**src/hw/burst_pkg.sv**
```systemverilog
`default_nettype none

package burst_pkg;

   // controller state
   typedef enum logic [1:0] {
      IDLE   = 2'd0,  // no burst
      STREAM = 2'd1,  // accepting source words
      FLUSH  = 2'd2   // emitting the spill word
   } wr_state_t;

   // byte lane index width for a data width
   function automatic int lanes_w(input int data_w);
      return $clog2(data_w / 8);
   endfunction

endpackage

`default_nettype wire

```
**src/hw/byte_realign.sv**
```systemverilog
`default_nettype none

module byte_realign #(
   parameter int DATA_W = 32
) (
   input  wire                                   clk_i,
   input  wire                                   rst_i,
   input  wire  [burst_pkg::lanes_w(DATA_W)-1:0] offset_i,
   input  wire  [DATA_W-1:0]                     data_i,
   input  wire                                   accept_i,
   output logic [DATA_W-1:0]                     data_o
);

   localparam int B = DATA_W / 8;

   logic [DATA_W-9:0]   prev_q;  // bytes 1..B-1 of last accepted word
   logic [2*DATA_W-9:0] joined;

   always_ff @(posedge clk_i or posedge rst_i) begin
      if (rst_i) begin
         prev_q <= '0;
      end else if (accept_i) begin
         prev_q <= data_i[DATA_W-1:8];
      end
   end

   assign joined = {data_i, prev_q};

   // Lane i takes byte (i + B - 1 - offset) of the joined vector. Lanes at or
   // above the offset land in data_i, lanes below it in the held word.
   always_comb begin
      for (int i = 0; i < B; i++) begin
         data_o[8*i +: 8] = joined[8*(i + B - 1 - int'(offset_i)) +: 8];
      end
   end

endmodule

`default_nettype wire

```
**src/hw/wr_strobe_gen.sv**
```systemverilog
`default_nettype none

module wr_strobe_gen #(
   parameter int DATA_W = 32
) (
   input  wire                                   first_i,
   input  wire                                   last_i,
   input  wire  [burst_pkg::lanes_w(DATA_W)-1:0] start_lane_i,
   input  wire  [burst_pkg::lanes_w(DATA_W)-1:0] end_lane_i,
   output logic [DATA_W/8-1:0]                   strb_o
);

   localparam int B = DATA_W / 8;

   logic [B-1:0] lo_mask;  // lanes from start lane up
   logic [B-1:0] hi_mask;  // lanes up to end lane

   always_comb begin
      for (int i = 0; i < B; i++) begin
         lo_mask[i] = (i >= int'(start_lane_i));
         hi_mask[i] = (i <= int'(end_lane_i));
      end
   end

   // single word burst gets both bounds
   assign strb_o = (first_i ? lo_mask : {B{1'b1}}) & (last_i ? hi_mask : {B{1'b1}});

endmodule

`default_nettype wire

```
**src/hw/burst_write_ctrl.sv**
```systemverilog
`default_nettype none

module burst_write_ctrl #(
   parameter int DATA_W = 32,
   parameter int ADDR_W = 16,
   parameter int LEN_W  = 10
) (
   input  wire                                          clk_i,
   input  wire                                          rst_i,
   input  wire                                          start_i,
   input  wire  [ADDR_W-1:0]                            addr_i,
   input  wire  [LEN_W-1:0]                             len_i,
   input  wire                                          data_valid_i,
   input  wire  [DATA_W-1:0]                            data_i,
   output logic                                         mem_we_o,
   output logic [ADDR_W-burst_pkg::lanes_w(DATA_W)-1:0] mem_addr_o,
   output logic [DATA_W/8-1:0]                          mem_strb_o,
   output logic [DATA_W-1:0]                            mem_data_o,
   output logic                                         busy_o,
   output logic                                         done_o
);

   import burst_pkg::*;

   localparam int B    = DATA_W / 8;
   localparam int LW   = lanes_w(DATA_W);
   localparam int WA_W = ADDR_W - LW;
   localparam int WC_W = LEN_W - LW;

   wr_state_t         state_q;
   wr_state_t         state_d;
   logic [LW-1:0]     offset_q;
   logic [LW-1:0]     end_lane_q;
   logic [WA_W-1:0]   waddr_q;
   logic [WC_W-1:0]   words_left_q;  // source words after the current one
   logic              flush_q;       // burst spills into one more word
   logic              first_q;
   logic              done_q;

   logic [LEN_W-1:0]  len_m1;
   logic [LW:0]       spill_sum;
   logic              take_start;
   logic              accept;
   logic              flush_fire;
   logic              last_src;
   logic              last_wr;       // final memory word of the burst
   logic              wr_fire;
   logic [DATA_W-1:0] realigned;
   logic [B-1:0]      strb;

   // carry out of offset + last source lane means a flush word
   assign len_m1     = len_i - LEN_W'(1);
   assign spill_sum  = {1'b0, addr_i[LW-1:0]} + {1'b0, len_m1[LW-1:0]};
   assign take_start = start_i && (state_q == IDLE);

   // nothing is taken while the done pulse is out
   assign accept     = data_valid_i && (state_q == STREAM) && !done_q;
   assign flush_fire = (state_q == FLUSH) && !done_q;
   assign last_src   = (words_left_q == '0);
   assign last_wr    = flush_fire || (last_src && !flush_q);
   assign wr_fire    = accept || flush_fire;

   always_comb begin
      state_d = state_q;
      case (state_q)
         IDLE: begin
            if (take_start) begin
               state_d = STREAM;
            end
         end
         STREAM: begin
            if (done_q) begin
               state_d = IDLE;
            end else if (accept && last_src && flush_q) begin
               state_d = FLUSH;
            end
         end
         FLUSH: begin
            if (done_q) begin
               state_d = IDLE;
            end
         end
         default: state_d = IDLE;
      endcase
   end

   always_ff @(posedge clk_i or posedge rst_i) begin
      if (rst_i) begin
         state_q      <= IDLE;
         offset_q     <= '0;
         end_lane_q   <= '0;
         waddr_q      <= '0;
         words_left_q <= '0;
         flush_q      <= 1'b0;
         first_q      <= 1'b0;
         done_q       <= 1'b0;
         mem_we_o     <= 1'b0;
      end else begin
         state_q  <= state_d;
         mem_we_o <= wr_fire;
         done_q   <= wr_fire && last_wr;
         if (take_start) begin
            offset_q     <= addr_i[LW-1:0];
            end_lane_q   <= spill_sum[LW-1:0];
            waddr_q      <= addr_i[ADDR_W-1:LW];
            words_left_q <= len_m1[LEN_W-1:LW];
            flush_q      <= spill_sum[LW];
            first_q      <= 1'b1;
         end else if (wr_fire) begin
            waddr_q <= waddr_q + WA_W'(1);
            first_q <= 1'b0;
            if (accept && !last_src) begin
               words_left_q <= words_left_q - WC_W'(1);
            end
         end
      end
   end

   // write port payload
   always_ff @(posedge clk_i) begin
      if (wr_fire) begin
         mem_addr_o <= waddr_q;
         mem_strb_o <= strb;
         mem_data_o <= realigned;
      end
   end

   assign done_o = done_q;
   assign busy_o = (state_q != IDLE);

   byte_realign #(
      .DATA_W (DATA_W)
   ) u_realign (
      .clk_i    (clk_i),
      .rst_i    (rst_i),
      .offset_i (offset_q),
      .data_i   (data_i),
      .accept_i (accept),
      .data_o   (realigned)
   );

   wr_strobe_gen #(
      .DATA_W (DATA_W)
   ) u_strb (
      .first_i      (first_q),
      .last_i       (last_wr),
      .start_lane_i (offset_q),
      .end_lane_i   (end_lane_q),
      .strb_o       (strb)
   );

endmodule

`default_nettype wire

```
**src/hw/burst_write_unit.sv**
```systemverilog
`default_nettype none

module burst_write_unit #(
   parameter int DATA_W = 32,
   parameter int ADDR_W = 16,
   parameter int LEN_W  = 10
) (
   input  wire                                          clk_i,
   input  wire                                          rst_i,
   input  wire                                          start_i,
   input  wire  [ADDR_W-1:0]                            addr_i,
   input  wire  [LEN_W-1:0]                             len_i,
   input  wire                                          data_valid_i,
   input  wire  [DATA_W-1:0]                            data_i,
   output logic                                         mem_we_o,
   output logic [ADDR_W-burst_pkg::lanes_w(DATA_W)-1:0] mem_addr_o,
   output logic [DATA_W/8-1:0]                          mem_strb_o,
   output logic [DATA_W-1:0]                            mem_data_o,
   output logic                                         busy_o,
   output logic                                         done_o
);

   // memory side with at most one write per cycle
   wire                                          ctrl_we;
   wire [ADDR_W-burst_pkg::lanes_w(DATA_W)-1:0] ctrl_addr;
   wire [DATA_W/8-1:0]                           ctrl_strb;
   wire [DATA_W-1:0]                             ctrl_data;

   // burst status
   wire                                          ctrl_busy;
   wire                                          ctrl_done;

   burst_write_ctrl #(
      .DATA_W (DATA_W),
      .ADDR_W (ADDR_W),
      .LEN_W  (LEN_W)
   ) u_ctrl (
      .clk_i        (clk_i),
      .rst_i        (rst_i),
      .start_i      (start_i),
      .addr_i       (addr_i),
      .len_i        (len_i),
      .data_valid_i (data_valid_i),
      .data_i       (data_i),
      .mem_we_o     (ctrl_we),
      .mem_addr_o   (ctrl_addr),
      .mem_strb_o   (ctrl_strb),
      .mem_data_o   (ctrl_data),
      .busy_o       (ctrl_busy),
      .done_o       (ctrl_done)
   );

   assign mem_we_o   = ctrl_we;
   assign mem_addr_o = ctrl_addr;
   assign mem_strb_o = ctrl_strb;
   assign mem_data_o = ctrl_data;
   assign busy_o     = ctrl_busy;
   assign done_o     = ctrl_done;

endmodule

`default_nettype wire

```
**config.mk**
```make
export PLATFORM = sky130hd
export DESIGN_NAME = burst_write_unit
export DESIGN_NICKNAME = d
export VERILOG_FILES = /design/src/hw/burst_pkg.sv /design/src/hw/byte_realign.sv /design/src/hw/wr_strobe_gen.sv /design/src/hw/burst_write_ctrl.sv /design/src/hw/burst_write_unit.sv
export SDC_FILE = /design/constraint.sdc
export NUM_CORES = 1
export LEC_CHECK = 0
export ABC_AREA = 1
export BUFFER_PORTS_ARGS = -buffer_cell sky130_fd_sc_hd__buf_2
export CORE_MARGIN = 2
export CORE_UTILIZATION = 40
export CTS_BUF_LIST = sky130_fd_sc_hd__clkbuf_8
export CTS_CLUSTER_DIAMETER = 100
export CTS_CLUSTER_SIZE = 24
export DETAILED_ROUTE_END_ITERATION = 16
export MAX_ROUTING_LAYER = met4
export SLEW_MARGIN = 20
export SYNTH_ARGS = -nofsm -noshare
export SYNTH_HDL_FRONTEND = slang
export SYNTH_SLANG_ARGS = --single-unit
```
**constraint.sdc**
```tcl
create_clock -name clk_i -period 5.75 [get_ports clk_i]
set_input_delay 0.8625 -clock clk_i [delete_from_list [all_inputs] [get_ports clk_i]]
set_output_delay 0.8625 -clock clk_i [all_outputs]
set_load 0.01 [all_outputs]
```
# After elaboration in Yosys (flattened, before gate mapping)
# Cells that the tools add are included.
# word_totals
register_bits	106
wordCells	72
# classes
addsub	8
magnitude_cmp	6
eq_ne	5
n_shift	4
mux	14
bitwise_logic	1
reduce_logical	21
# op_table
op	n
$shiftx 56x7->8	3
$shiftx 56x6->8	1
$mux 14	2
$mux 8	3
$add 14x1->14 const B	1
$sub 3x2->4 const A	3
$sub 10x1->10 const B	1
$logic_and 1x1->1	9
$logic_not 8->1	1
$mux 2	4
$sub 8x1->8 const B	1
$pmux 2 s3	1
$reduce_bool 2->1	3
$and 4x4->4	1
$ge 1x2->1 const A	2
$le 2x2->1 const A	2
$mux 4	1
$ne 2x1->1 const B	2
$add 2x2->3	1
$logic_not 1->1	3
$mux 3	1
$ne 3x2->1 const B	1
$reduce_and 3->1	1
$sub 2x2->3 const A	1
8 further kinds	10

# Longest topological paths before layout
# logic_depth
word_depth	8
ltp_mapped	10
depth_no_buf	10

# Cells and area by module
# From an unflattened synthesis, not the netlist that was laid out.
# hier_totals
hier_cells	762
area_unflattened_um2	5959.5
# by_module_without_submodules
module	instances	cells_each	area_per_inst_um2	seq_area_each_um2
burst_write_ctrl	1	386	3718.6	2302.2
byte_realign	1	364	2192.1	600.6
wr_strobe_gen	1	12	48.8	0.0

# Least setup slack after synthesis
# No wires, ideal clock.
# synth_timing
kind	register -> register
start	reg u_ctrl.offset_q[0]
end	reg u_ctrl.mem_data_o[29] (data pin)
setup_time_ns	0.263
arrival_ns	1.847
slack_ns	3.640
stages_incl_launch_ff	11
n_path_buf	4
path_cell_list	dfrtp_1 > buf_2 > inv_2 > buf_2 > buf_2 > ha_1 > clkinv_1 > clkbuf_1 > a21oi_1 > o21ai_0 > o21ai_0
# synth_between
elab_chain_cells	2
# synth_rtl
item	line_no	source
from (decl)	burst_write_ctrl.sv:32	logic [LW-1:0] offset_q;
from (signal assigned)	burst_write_ctrl.sv:103	offset_q <= addr_i[LW-1:0];
$sub 3x2->4	byte_realign.sv:33	data_o[8*i +: 8] = joined[8*(i + B - 1 - int'(offset_i)) +: 8];
$shiftx 56x7->8	byte_realign.sv:33	
via u_ctrl.realigned[29]	burst_write_ctrl.sv:48	logic [DATA_W-1:0] realigned;
to (signal assigned)	burst_write_ctrl.sv:124	mem_data_o <= realigned;
to (decl)	burst_write_ctrl.sv:18	output logic [DATA_W-1:0] mem_data_o,
# The timed path passes the listed nets, and every way through them passes these cells.
# A chain may end at the register's enable or synchronous reset.

# Worst setup path after layout
# layout_timing
start	reg u_ctrl.offset_q[1]
end	reg u_ctrl.mem_data_o[24] (data pin)
# The elaborated chain is that of the path after synthesis.

==> results.toml <==
[status]
status = "finished clean"

[synthesis]
netlist_instances = 728
synth_seq_cells = 106
synth_fp_nets = 800
synth_top_cells_by_area = "edfxtp_1 (26%), dfrtp_1 (24%), nand2_1 (13%), o21ai_0 (11%), inv_1 (4.4%)"
synth.distinct_cells = 33
synth_area_per_cell_um2 = 7.932
synth-warning-count = 0
yosysTopAreaCell = "edfxtp_1"
synth_top_area_share_pct = 26.00
ys_seq_area_share_pct = 50.27
syn_area_um2 = 5774

[timing]
setup_viol = 0
max_clock_freq_mhz = 255.7
min_period_ns = 3.911
hold_slack_ns = 0.5127
rsz0062_at_grt = "false"
layout_setup_ws_ns = 1.839
fin_skew_ns = 0.01266
worst_slew_pin_slew_ns = 0.8429
tns_ns = 0
drv_slew = 0
hold_viol_final = 0
max_slew_margin_pct = 43.80
period_share_pct = 68.03

[clock_network]
cts_made_buffers = 9
cts_resized = 0
path_clk_slew_ns = 0.10
cts_tree = "yes"
htreeDepth = 3
clock-sinks = 106
post-cts-setup-buffers = 0
hold_buffers = 0
clk_latency_ns = 0.38
clk_path_buf_depth = 2
cts-root-buf = "clkbuf_8"

[placement]
place_area_um2 = 6435
dp_cells = 991
place_congestion = 0.9709
dp_hpwl_um = 10670
dp_slack_ns = 1.893
port_buffers = 114

[drt]
detail_route.first_pass.iterations = 5
post_drt_wl_per_cell_um = 14.85
drcViolationCount = 0
routed_wl_um = 14960
drt_iter0_markers = 510
drtAntennaViolNets = 0
via_per_inst = 5.234
vias = 5271

[power]
design_power_total_mw = 3.535
leakagePower_nw = 3.075
powerDensity_nw_per_um2 = 534.4
ir_drop_uv = 189.0

[grt]
grt_pass1_wl_um = 23020
grt_max_degree = 67
grtUsageTotal_pct = 20.37
grt_antenna_before_repair = 0
grt_pass1_vias = 4669
grt-ovfl-total = 0

[die]
core_um2 = 13990
die_x_um = 124.2
ios = 115
dieArea_um2 = 15410
start_util_pct = 41.28
die_y_um = 124.2
rows = 43

[critical_path]
crit_fanout = 36
required_ns = 5.87
critPathKind = "reg2reg"
arrival_ns = 4.04
critPathCaptureType = "flop"
cp-start-kind = "flop"

[layout]
final_cell_mix = "nand2_1 (193), o21ai_0 (128), buf_2 (114)"
final_common_cell = "nand2_1"
finalNonFillerCells = 1007
final_nets = 894
final_area_um2 = 6615
syn2layout_area_growth_pct = 14.56
diodes = 0
postLayoutCoreUtil_pct = 47.29
drive_above_1_share_pct = 17.78

[hold_path]
hp-class = "reg2reg"

[run]
maxCapViolCount = 0
worst paths after layout:
| check | start | to | slack [ns] | depth (start not counted) |
|---|---|---|---|---|
| max | u_ctrl.offset_q[1] | u_ctrl.mem_data_o[24] | 1.84 | 5 |
| min | u_ctrl.waddr_q[13] | u_ctrl.mem_addr_o[13] | 0.51 | 0 |
| max reg2reg | u_ctrl.offset_q[1] | u_ctrl.mem_data_o[24] | 1.84 | 5 |
| min reg2reg | u_ctrl.waddr_q[13] | u_ctrl.mem_addr_o[13] | 0.51 | 0 |
| max in group asynchronous | rst_i | u_ctrl.words_left_q[4] | 4.36 | 3 |
| min in group asynchronous | rst_i | u_ctrl.waddr_q[9] | 0.54 | 2 |
worst max-delay path: stages, from the launching register on:
cell and delay (ns):
dfrtp_1 0.88, inv_1 0.42, ha_1 0.90, clkinv_1 0.88
o21ai_0 0.43, o21ai_0 0.13
power breakdown:
| group | switching (mW) | total [mW] | internal [mW] |
|---|---|---|---|
| combinational | 1.12 | 1.67 | 0.546 |
| clock | 0.254 | 0.448 | 0.194 |
| sequential | 0.197 | 1.42 | 1.22 |
| total | 1.57 | 3.53 | 1.96 |
synth_stat cells, drive strengths merged:
cell,n
ha,9
clkbuf,16
fa,1
nand3,43
a22oi,1
or2,8
nor3,4
o211ai,2
clkinv,2
a21oi,49
nor2,55
buf,18
nand4,7
edfxtp,50
dfrtp,56
and2,2
xor2,2
inv,72
o22ai,7
o21ai,128
nand2,196
per-layer routing:
layer	share of wire [%]	global-route usage, %	vias up	routed length [um]
li1	-	-	2594	-
met1	43	25.68	2436	6408
met2	48	32.55	212	7121
met3	6.7	3.388	29	1005
met4	2.8	8.638	0	420
met5	0	-	-	0
logic make-up (layout without fill, tap and decap cells):
group	Yosys count	in the layout	synth area share, %
xor gates and xnor gates	2	2	0.3034
AOI/OAI and AO/OA	187	187	16.49
DFF	106	106	50.27
and+or+nand+nor	315	315	22.97
buffers and inverters	108	207	7.671
adders and majority gates	10	10	2.297
layout make-up:
| class | instances | area (um^2) |
|---|---|---|
| clock buffers | 9 | 123.9 |
| flip-flops and latches | 106 | 2903 |
| fillers | 1394 | 7373 |
| multi-input cells | 514 | 2429 |
| clock inverters | 7 | 56.30 |
| inverters | 74 | 285.3 |
| repair buffers | 117 | 593.1 |
| well taps | 180 | 225.2 |
registers in the layout, indices dropped and copies added (netlist names):
signal                   flops
u_ctrl.words_left_q          8
u_ctrl.waddr_q              14
u_ctrl.mem_addr_o           14
u_ctrl.mem_we_o              1
u_ctrl.first_q               1
u_ctrl.done_o                1
u_ctrl.mem_strb_o            4
u_ctrl.flush_q               1
u_ctrl.state_q               2
u_ctrl.u_realign.prev_q     24
u_ctrl.mem_data_o           32
u_ctrl.offset_q              2
u_ctrl.end_lane_q            2
(Power assumes the default switching activity.)
